==> src/logic/wrpath_consts.svh <==
// write path constants for PU count, bus widths, beat size and queue depths
`ifndef WRPATH_CONSTS_SVH
`define WRPATH_CONSTS_SVH

// processing units sharing the write path
`define WRP_NUM_PU 2

// PU index width, never below one bit
`define WRP_PU_ID_W ((`WRP_NUM_PU > 1) ? $clog2(`WRP_NUM_PU) : 1)

// byte address into memory
`define WRP_ADDR_W 32

// one beat of write data
`define WRP_DATA_W 64

// macro request length, counted in beats
`define WRP_LEN_W 10

// address step between consecutive beats
`define WRP_BEAT_BYTES 8

// pending macro requests held ahead of the sequencer
`define WRP_MACRO_Q_DEPTH 4

// beats waiting for a memory grant
`define WRP_REQ_Q_DEPTH 8

`endif

==> src/logic/wrpath_pkg.sv <==
// write path types for addresses, beats, macro requests and memory requests
`include "wrpath_consts.svh"

package wrpath_pkg;

  typedef logic [`WRP_ADDR_W-1:0]  addr_t;   // byte address
  typedef logic [`WRP_DATA_W-1:0]  data_t;   // one 8-byte beat
  typedef logic [`WRP_LEN_W-1:0]   len_t;    // beats in a macro request
  typedef logic [`WRP_PU_ID_W-1:0] pu_id_t;  // owning PU

  // one bit per PU, used for buffer empty flags and pops
  typedef logic [`WRP_NUM_PU-1:0] pu_mask_t;

  // head word of every PU output buffer side by side, PU 0 in the low slot
  typedef data_t [`WRP_NUM_PU-1:0] outbuf_data_t;

  // macro write as posted by a PU
  typedef struct packed {
    addr_t  addr;    // start address, beat aligned
    len_t   len;     // zero is legal and issues no beats
    pu_id_t pu_id;   // whose output buffer feeds the beats
  } macro_req_t;

  // single beat toward the memory system
  typedef struct packed {
    addr_t addr;
    data_t data;
  } mem_req_t;

endpackage

==> src/logic/sync_fifo.sv <==
// synchronous FIFO with a type-parameter payload and full/empty flags
`timescale 1ns/1ps

module sync_fifo #(
  parameter type payload_t = logic [7:0],
  parameter int  depth     = 4
) (
  input  logic     clk,
  input  logic     rst,
  input  logic     push,
  input  payload_t din,
  input  logic     pop,
  output payload_t dout,
  output logic     full,
  output logic     empty
);

  localparam int ptr_w = (depth > 1) ? $clog2(depth) : 1;
  localparam int cnt_w = $clog2(depth + 1);  // must hold 0..depth

  payload_t         mem [depth];  // storage
  logic [ptr_w-1:0] wr_ptr;       // next slot to write
  logic [ptr_w-1:0] rd_ptr;       // current head
  logic [cnt_w-1:0] count;        // occupancy
  logic             wr_en;
  logic             rd_en;

  // pointer step with wrap, so depth need not be a power of two
  function automatic logic [ptr_w-1:0] ptr_inc(input logic [ptr_w-1:0] p);
    if (p == ptr_w'(depth - 1)) begin
      return '0;
    end
    return p + 1'b1;
  endfunction

  assign wr_en = push && !full;    // keep state sane even on a bad push
  assign rd_en = pop && !empty;
  assign full  = (count == cnt_w'(depth));
  assign empty = (count == '0);
  assign dout  = mem[rd_ptr];      // head visible the cycle after its push

  always_ff @(posedge clk) begin
    if (wr_en) begin
      mem[wr_ptr] <= din;
    end
  end

  always_ff @(posedge clk) begin
    if (rst) begin
      wr_ptr <= '0;
      rd_ptr <= '0;
      count  <= '0;
    end else begin
      if (wr_en) begin
        wr_ptr <= ptr_inc(wr_ptr);
      end
      if (rd_en) begin
        rd_ptr <= ptr_inc(rd_ptr);
      end
      case ({wr_en, rd_en})
        2'b10:   count <= count + 1'b1;  // push only
        2'b01:   count <= count - 1'b1;  // pop only
        default: count <= count;         // idle, or push and pop together
      endcase
    end
  end

  // producer must watch full since a push into a full queue is dropped
  a_no_overflow: assert property (@(posedge clk) disable iff (rst)
    !(push && full))
    else $error("sync_fifo push while full");

  // consumer side gates pop with a non-empty head
  a_no_underflow: assert property (@(posedge clk) disable iff (rst)
    !(pop && empty))
    else $error("sync_fifo pop while empty");

endmodule

==> src/logic/burst_sequencer.sv <==
// burst sequencer that fractures macro writes into 8-byte beats from the PU buffers
`timescale 1ns/1ps
`include "wrpath_consts.svh"

module burst_sequencer import wrpath_pkg::*; (
  input  logic         clk,
  input  logic         rst,
  input  macro_req_t   macro_head,    // head of the macro queue
  input  logic         macro_empty,
  output logic         macro_pop,
  input  pu_mask_t     outbuf_empty,  // per PU, level
  input  outbuf_data_t outbuf_data,   // per PU head word
  output pu_mask_t     outbuf_pop,    // at most one-hot
  input  logic         req_full,      // request queue has no room
  output logic         beat_push,
  output mem_req_t     beat,
  output logic         busy,
  output logic         wr_done        // one cycle after the last beat
);

  logic   active;      // a macro request is being fractured
  addr_t  cur_addr;    // address of the next beat
  len_t   beats_left;  // beats still to issue
  pu_id_t cur_pu;      // owner of the active request
  logic   issue;       // one beat leaves this cycle
  logic   last;        // active request ends at this edge

  // load only when idle, so a new request waits one cycle after a done edge
  assign macro_pop = !active && !macro_empty;

  // a beat needs data from the owner and room downstream
  assign issue = active
              && (beats_left != '0)          // zero-length request issues nothing
              && !outbuf_empty[cur_pu]
              && !req_full;

  // count hits zero at this edge, or was zero from the start
  assign last = active
             && ((beats_left == '0) || (issue && (beats_left == len_t'(1))));

  assign busy      = active;
  assign beat_push = issue;

  // beat is formed every cycle, only taken on beat_push
  assign beat = '{addr: cur_addr, data: outbuf_data[cur_pu]};

  always_comb begin
    outbuf_pop = '0;
    if (issue) begin
      outbuf_pop[cur_pu] = 1'b1;  // consume the word going out with this beat
    end
  end

  // control state
  always_ff @(posedge clk) begin
    if (rst) begin
      active  <= 1'b0;
      wr_done <= 1'b0;
    end else begin
      wr_done <= last;           // pulse lands the cycle after going idle
      if (macro_pop) begin
        active <= 1'b1;
      end else if (last) begin
        active <= 1'b0;
      end
    end
  end

  // active request fields, only meaningful while active
  always_ff @(posedge clk) begin
    if (macro_pop) begin
      cur_addr   <= macro_head.addr;
      beats_left <= macro_head.len;
      cur_pu     <= macro_head.pu_id;
    end else if (issue) begin
      cur_addr   <= cur_addr + addr_t'(`WRP_BEAT_BYTES);  // next 8-byte beat
      beats_left <= beats_left - 1'b1;
    end
  end

  // one PU at a time
  a_pop_onehot: assert property (@(posedge clk) disable iff (rst)
    $onehot0(outbuf_pop))
    else $error("burst_sequencer pops more than one PU buffer");

  // the buffer flag seen by the PU must agree with the pop
  a_pop_not_empty: assert property (@(posedge clk) disable iff (rst)
    (outbuf_pop & outbuf_empty) == '0)
    else $error("burst_sequencer pops an empty PU buffer");

  // every popped word reaches the request queue
  a_pop_has_beat: assert property (@(posedge clk) disable iff (rst)
    (outbuf_pop != '0) |-> beat_push)
    else $error("burst_sequencer pops a word without pushing a beat");

endmodule

==> src/logic/wr_path_top.sv <==
// write path top joining the macro queue, burst sequencer and memory request queue
`timescale 1ns/1ps
`include "wrpath_consts.svh"

module wr_path_top import wrpath_pkg::*; (
  input  logic         clk,
  input  logic         rst,
  input  logic         wr_req,        // strobe, one macro request per cycle
  input  macro_req_t   wr_macro,
  output logic         wr_ready,      // whole path idle
  output logic         wr_done,
  input  pu_mask_t     outbuf_empty,
  input  outbuf_data_t outbuf_data,
  output pu_mask_t     outbuf_pop,
  output logic         req_valid,
  input  logic         req_grant,
  output mem_req_t     mem_req
);

  // macro queue side
  macro_req_t macro_head;
  logic       macro_push;
  logic       macro_pop;
  logic       macro_full;
  logic       macro_empty;

  // request queue side
  mem_req_t   beat;
  logic       beat_push;
  logic       req_full;
  logic       req_empty;
  logic       req_pop;

  logic       busy;  // sequencer holds an active request

  assign macro_push = wr_req && !macro_full;  // a request while full is lost

  sync_fifo #(
    .payload_t (macro_req_t),
    .depth     (`WRP_MACRO_Q_DEPTH)
  ) macro_q (
    .clk   (clk),
    .rst   (rst),
    .push  (macro_push),
    .din   (wr_macro),
    .pop   (macro_pop),
    .dout  (macro_head),
    .full  (macro_full),
    .empty (macro_empty)
  );

  burst_sequencer seq (
    .clk          (clk),
    .rst          (rst),
    .macro_head   (macro_head),
    .macro_empty  (macro_empty),
    .macro_pop    (macro_pop),
    .outbuf_empty (outbuf_empty),
    .outbuf_data  (outbuf_data),
    .outbuf_pop   (outbuf_pop),
    .req_full     (req_full),
    .beat_push    (beat_push),
    .beat         (beat),
    .busy         (busy),
    .wr_done      (wr_done)
  );

  sync_fifo #(
    .payload_t (mem_req_t),
    .depth     (`WRP_REQ_Q_DEPTH)
  ) req_q (
    .clk   (clk),
    .rst   (rst),
    .push  (beat_push),
    .din   (beat),
    .pop   (req_pop),
    .dout  (mem_req),
    .full  (req_full),
    .empty (req_empty)
  );

  assign req_valid = !req_empty;              // head beat is always offered
  assign req_pop   = req_valid && req_grant;  // beat leaves on valid and grant

  // nothing queued, nothing in flight, every beat granted
  assign wr_ready = macro_empty && !busy && req_empty;

  // memory side sees a stable head until it grants
  a_hold_head: assert property (@(posedge clk) disable iff (rst)
    (req_valid && !req_grant) |=> (req_valid && $stable(mem_req)))
    else $error("wr_path_top head beat changed without a grant");

endmodule

==> config.mk <==
export PLATFORM = sky130hd
export DESIGN_NAME = wr_path_top
export DESIGN_NICKNAME = d
export VERILOG_FILES = /design/src/logic/wrpath_pkg.sv /design/src/logic/sync_fifo.sv /design/src/logic/burst_sequencer.sv /design/src/logic/wr_path_top.sv
export VERILOG_INCLUDE_DIRS = /design/src /design/src/logic
export SDC_FILE = /design/constraint.sdc
export NUM_CORES = 1
export LEC_CHECK = 0
export ABC_AREA = 1
export BUFFER_PORTS_ARGS = -buffer_cell sky130_fd_sc_hd__buf_2
export CORE_MARGIN = 2
export CORE_UTILIZATION = 30
export DETAILED_ROUTE_END_ITERATION = 10
export PLACE_DENSITY = 0.45
export SYNTH_ARGS = -nofsm -noshare
export SYNTH_HDL_FRONTEND = slang
export SYNTH_HIERARCHICAL = 1
export SYNTH_SLANG_ARGS = --single-unit
==> constraint.sdc <==
create_clock -name clk -period 6 [get_ports clk]
set_clock_uncertainty 0.1 [all_clocks]
set_input_delay 0.3 -clock clk [delete_from_list [all_inputs] [get_ports clk]]
set_output_delay 0.3 -clock clk [all_outputs]
set_load 0.02 [all_outputs]
# ---- Yosys cells after proc, flatten, opt, wreduce, memory -nomap -nowiden
# Memory sizes are Yosys's and may differ from the RTL's. A register that Yosys moved wholly into a read port is not among the register bits.
# Index checks and enable logic that the tools add are counted.
dict set report classes {
  order_cmp 2
  addsub 10
  n_mux 43
  n_eq_ne 11
  n_reduce_logical 30
}
# operator count
set op_table {}
lappend op_table {{two-way mux 64 bit} 2}
lappend op_table {{two-way mux 32 bit} 2}
lappend op_table {{adder 32 x 4 -> 32 bit (second input constant)} 1}
lappend op_table {{two-way mux 1 bit} 21}
lappend op_table {{two-way mux 10 bit} 2}
lappend op_table {{two-way mux 3 bit} 6}
lappend op_table {{logical AND 1 bit} 15}
lappend op_table {{two-way mux 2 bit} 7}
lappend op_table {{equality test 10 x 1 -> 1 bit (second input constant)} 1}
lappend op_table {{zero test 10 bit} 1}
lappend op_table {{nonzero test 10 bit} 1}
lappend op_table {{subtractor 10 x 1 -> 10 bit (second input constant)} 1}
lappend op_table {{adder 3 x 1 -> 3 bit (second input constant)} 3}
lappend op_table {{equality test 3 bit (second input constant)} 3}
lappend op_table {{equality test 2 bit (second input constant)} 4}
lappend op_table {{case mux 4 bit (2 select lines)} 1}
lappend op_table {{nonzero test 2 bit} 4}
lappend op_table {{zero test 1 bit} 6}
lappend op_table {{case mux 3 bit (2 select lines)} 1}
lappend op_table {{adder 2 x 1 -> 2 bit (second input constant)} 2}
lappend op_table {{adder 4 x 1 -> 4 bit (second input constant)} 1}
lappend op_table {{equality test 2 x 1 -> 1 bit (second input constant)} 2}
lappend op_table {{equality test 4 bit (second input constant)} 1}
lappend op_table {{zero test 4 bit} 1}
lappend op_table {{other kinds (7)} 7}
dict set report word_totals {
  input_bits 177
  wordCells 109
  ram_bits 940
  memories 2
  register_bits 62
}
# name words word_bits read_ports rd_ports_with_merged_regs write_ports line_no
set memory_table {}
lappend memory_table {req_q.mem 8 96 1 1 1 sync_fifo.sv:21} ;# payload_t mem [depth];
lappend memory_table {macro_q.mem 4 43 1 1 1 sync_fifo.sv:21}

# ---- Longest topological paths before layout
dict set report logic_depth {
  depth_word 10
  mapped_depth 18
}

# ---- By module
# Netlist, hierarchy kept.
# mod instances seq_area_each_um2 area_per_inst_um2 cells_each
set modules_own_cells {}
lappend modules_own_cells {{sync_fifo (req_q)} 1 23322.4 30513.0 2252}
lappend modules_own_cells {{sync_fifo (macro_q)} 1 5345.1 6859.1 487}
lappend modules_own_cells {burst_sequencer 1 1331.3 3738.6 618}
lappend modules_own_cells {wr_path_top 1 0.0 26.3 7}

# ---- Least setup slack after synthesis
# OpenSTA, ideal clock, no wires.
dict set report synth_timing {
  path_type {flip-flop to flip-flop}
  startpoint {reg seq.beats_left[0]}
  endpoint {mem req_q/mem[1][0] (netlist name) (enable)}
  t_arrival_ps 5392
  path_slack_ps -43
  path_stages_with_launch 12
  cell_sequence {edfxtp_1 > inv_1 > ha_1 > nand2_1 > nor2_1 > nor2_1 > nand2_1 > inv_1 > nand2_1 > nor2_1 > inv_1 > nor2_1}
}
dict set report synth_between {
  elab_chain_len 7
}
# item line_no
set synth_rtl {}
lappend synth_rtl {{from (decl)} burst_sequencer.sv:23} ;# len_t beats_left;
lappend synth_rtl {{from (signal assigned)} burst_sequencer.sv:73} ;# beats_left <= macro_head.len;
lappend synth_rtl {{from (signal assigned)} burst_sequencer.sv:77} ;# beats_left <= beats_left - 1'b1;
lappend synth_rtl {{nonzero test 10 bit} burst_sequencer.sv:33} ;# && (beats_left != '0)
lappend synth_rtl {{logical AND 1 bit} burst_sequencer.sv:33}
lappend synth_rtl {{logical AND 1 bit} burst_sequencer.sv:34} ;# && !outbuf_empty[cur_pu]
lappend synth_rtl {{logical AND 1 bit} burst_sequencer.sv:35} ;# && !req_full;
lappend synth_rtl {{via beat_push} wr_path_top.sv:29} ;# logic beat_push;
lappend synth_rtl {{logical AND 1 bit} sync_fifo.sv:36} ;# assign wr_en = push && !full;
lappend synth_rtl {{two-way mux 1 bit} sync_fifo.sv:43} ;# if (wr_en) begin
lappend synth_rtl {{two-way mux 1 bit (implied by the code)} sync_fifo.sv:44} ;# mem[wr_ptr] <= din;
lappend synth_rtl {{to (decl)} sync_fifo.sv:21}
# The timed path passes the listed nets, and every way through them passes these cells.

==> impl_metrics.yaml <==
run_status:
  outcome: "completed"
place:
  placedCellCount: 5269
  place.gp.congestion: 0.7471
  pre_cts_ws_ns: 2.202
  hpwl_um: 58980
  portBuffers: 277
floorplanning:
  rows: 135
  die_x_um: 374.3
  design.core.area_mm2: 0.1358
  start_util_pct: 30.29
  die_h_um: 374.3
  io_pins: 278
  die_area_mm2: 0.1401
power:
  power_mw: 22.40
  p_leak_nw: 17.40
  irDropWorstVdd_uv: 289.4
  p_per_area_mw_per_mm2: 453.7
clock_network:
  htreeDepth: 3
  post_cts_resized: 0
  cts_tree: "built"
  cts_setup_buffers: 0
  clk_pin_slew_ns: 0.06
  cts_buffers: 110
  cts_root_buf: "clkbuf_16"
  clock_latency_ns: 0.72
  clkSinkCount: 1007
  clockBufferDepth: 3
sta:
  finalHoldViolCount: 0
  slew_viol_final: 0
  worst_slew_pin_slew_ns: 1.191
  layout_worst_path_cycle_share_pct: 66.17
  fin_setup_tns_ns: 0
  period_minus_slack_ns: 3.970
  grt_setup_unrepaired: "false"
  fmax_mhz: 251.9
  relSlewSlack_pct: 20.44
  finalSetupViolCount: 0
  layout_setup_ws_ns: 2.030
drt:
  drt-total-wl_um: 108700
  firstDrtPassIters: 5
  num_vias: 26206
  via_per_inst: 4.658
  drtIter0Drc: 1844
  wl_per_cell_um: 19.31
  route.detailed.drc: 0
  drtAntennaViolNets: 0
logic_synthesis:
  synth-warning-count: 6
  synth_top_family_by_area: "simple AND/OR/NAND/NOR gates"
  synth_mux_area_share_pct: 2.336
  syn_inst: 3364
  synth-simple-area-share_pct: 12.22
  yosysMostFrequentCell: "edfxtp_1"
  syn_nets: 3559
  synthArstFlopShare_pct: 0
  ys_ff_latch: 1007
  yosysTopAreaCellShare_pct: 71.76
  yosys.area_share.adder_pct: 0.5657
  synthXorXnorAreaFrac_pct: 0.3832
  ys_seq_area_share_pct: 72.92
  synth_compound_area_share_pct: 8.434
  synth_commonest_cells: "edfxtp_1, nand2_1, nor2_1, o21ai_0, o22ai_1"
  ys_types: 37
  synth_area_mm2: 0.04114
  synth_edf_count: 983
  synth_area_leader_cell: "edfxtp_1"
  synth_area_leaders: "edfxtp_1, nand2_1, nor2_1, o21ai_0, mux2i_1"
  syn_avg_cell_area_um2: 12.23
  synth_ff_type: "edfxtp_1"
worst_setup_path:
  crit_path_start_kind: "flip-flop"
  critPathCaptureType: "output pin"
  r2r_slack_ns: 2.26
  r2r-start: "seq/beats_left[0]"
  cp_max_fo: 159
  r2r_end: "req_q/mem[7][13]"
  reg2regPathDepth: 12
  critPathKind: "flip-flop to output pin"
  worstPathCellList: "inv_8 > buf_4 > nor2_1 > o22ai_1 > nand2_1 > nand2_1 > buf_2"
  crit_top_cell: "nand2_1"
  critPathMaxStageDelay_ns: 0.82
  slowest_stage: "inv_8"
  cp.arrival_ns: 3.57
  required_ns: 5.60
cells_and_area:
  layout-drive-gt1-share_pct: 13.14
  area_growth_pct: 20.03
  n_fill_cell: 13334
  layoutNonFillerInstCount: 5626
  final_nets: 3949
global_route:
  grt_pass1_vias: 25292
  use_met2_pct: 24.32
  grt_usage_pct: 15.18
  grtUsageMet3_pct: 2.836
  grt_pass1_wl_um: 161900
  grt.overflow.total: 0
  use_met1_pct: 21.06
  antenna_found_initial: 10
  busiest_layer: "met2"
  grt_max_degree: 187
worst_hold_path:
  min_path_type: "input pin to flip-flop"
  hold_end: "req_q/mem[6][50]"
  min_path_cells: 3
  hold_path.startpoint: "outbuf_data[50]"
run:
  max_cap_viol_count: 0
[worst max path at each step]
| stage | startpoint | end | slack [ns] | cells after the start |
|---|---|---|---|---|
| 2_1_floorplan | seq/beats_left[0] | req_q/mem[1][0] | -0.04 | 11 |
| 3_3_place_gp | seq/beats_left[0] | req_q/mem[7][13] | 2.25 | 12 |
| 3_5_place_dp | seq/beats_left[0] | req_q/mem[7][15] | 2.20 | 12 |
| 4_1_cts | flip-flop | mem_req[75] | 1.83 | 7 |
| 5_1_grt | flip-flop | mem_req[75] | 1.70 | 7 |
| 6_report | flip-flop | mem_req[73] | 2.03 | 7 |
[metrics by stage]
stage | cell area, um^2 | utilization [%] | hold slack (ns)
2_1_floorplan | 41140 | - | 0.2691
3_3_place_gp | 44260 | 32.59 | 0.3772
3_5_place_dp | 44260 | 32.59 | 0.3800
4_1_cts | 49370 | 36.35 | 0.001565
5_1_grt | 49370 | 36.36 | 0.05150
6_report | 49370 | 36.36 | 0.04210
[report_power, final]
| part | internal [mW] | switching [mW] | leakage, nW |
|---|---|---|---|
| Combinational | 1.65 | 4.10 | 6.51 |
| Sequential | 9.33 | 0.652 | 9.14 |
| Clock | 3.88 | 2.79 | 1.75 |
| Total | 14.9 | 7.54 | 17.4 |
[layout by cell type, fill, tap and decap left out, types with 28 or more instances in the layout]
cell / netlist / final
edfxtp_1: 983 / 983
dlygate4sd3_1: 0 / 154
o22ai_1: 139 / 139
o21ai_0: 363 / 363
nand2_1: 688 / 687
clkbuf_16: 0 / 112
nand3_1: 28 / 28
nor2_1: 568 / 556
o21ai_1: 131 / 131
inv_1: 70 / 69
mux2i_1: 96 / 96
buf_2: 52 / 277
[critical path: cells and delay by family, from the launching register on]
family | cells | cell delay (ns)
DFF | 1 | 0.56
and+or+nand+nor | 3 | 0.25
AOI/OAI and AO/OA | 1 | 0.20
buffers and inverters | 3 | 1.77
[routing by layer]
layer	up-vias	wire length, um
met5	-	0
met1	12815	50990
met3	143	4707
met4	0	2383
met2	521	50580
li1	12727	-
[timing repair]
| item | 4_1_cts | 5_1_grt |
|---|---|---|
| setup endpoints to repair | 0 | 0 |
| hold buffers | 154 | 0 |
| hold endpoints to repair | 596 | 0 |
[kinds of logic (layout without fill, tap and decap cells)]
| group | Yosys count | count (layout) |
|---|---|---|
| AOI/OAI and AO/OA | 656 | 656 |
| xor gates and xnor gates | 18 | 18 |
| adders and majority gates | 18 | 18 |
| buffers and inverters | 262 | 740 |
| DFF | 1007 | 1007 |
| muxes | 96 | 96 |
| other | 0 | 3 |
| and+or+nand+nor | 1307 | 1307 |
[sequential cells by signal (all words and copies together) (netlist names), named ones only]
name,count
seq/wr_done,1
macro_q/count,3
macro_q/wr_ptr,2
req_q/mem,768
seq/beats_left,10
req_q/rd_ptr,3
seq/busy,1
macro_q/rd_ptr,2
seq/cur_pu,1
req_q/count,4
req_q/wr_ptr,3
macro_q/mem,172
seq/cur_addr,32
[cell type report]
type	count	area (um^2)	area share (%)
Clock inverter	65	648.1	1.313
Timing Repair Buffer	465	3321	6.725
Sequential cell	1007	30010	60.78
Clock buffer	135	2919	5.912
Multi-Input combinational cell	2095	9947	20.15
Antenna cell	3	7.507	0.01520
Inverter	75	292.8	0.5930
Tap cell	1781	2228	4.513
No activity file was read; power rests on OpenSTA's default activity.
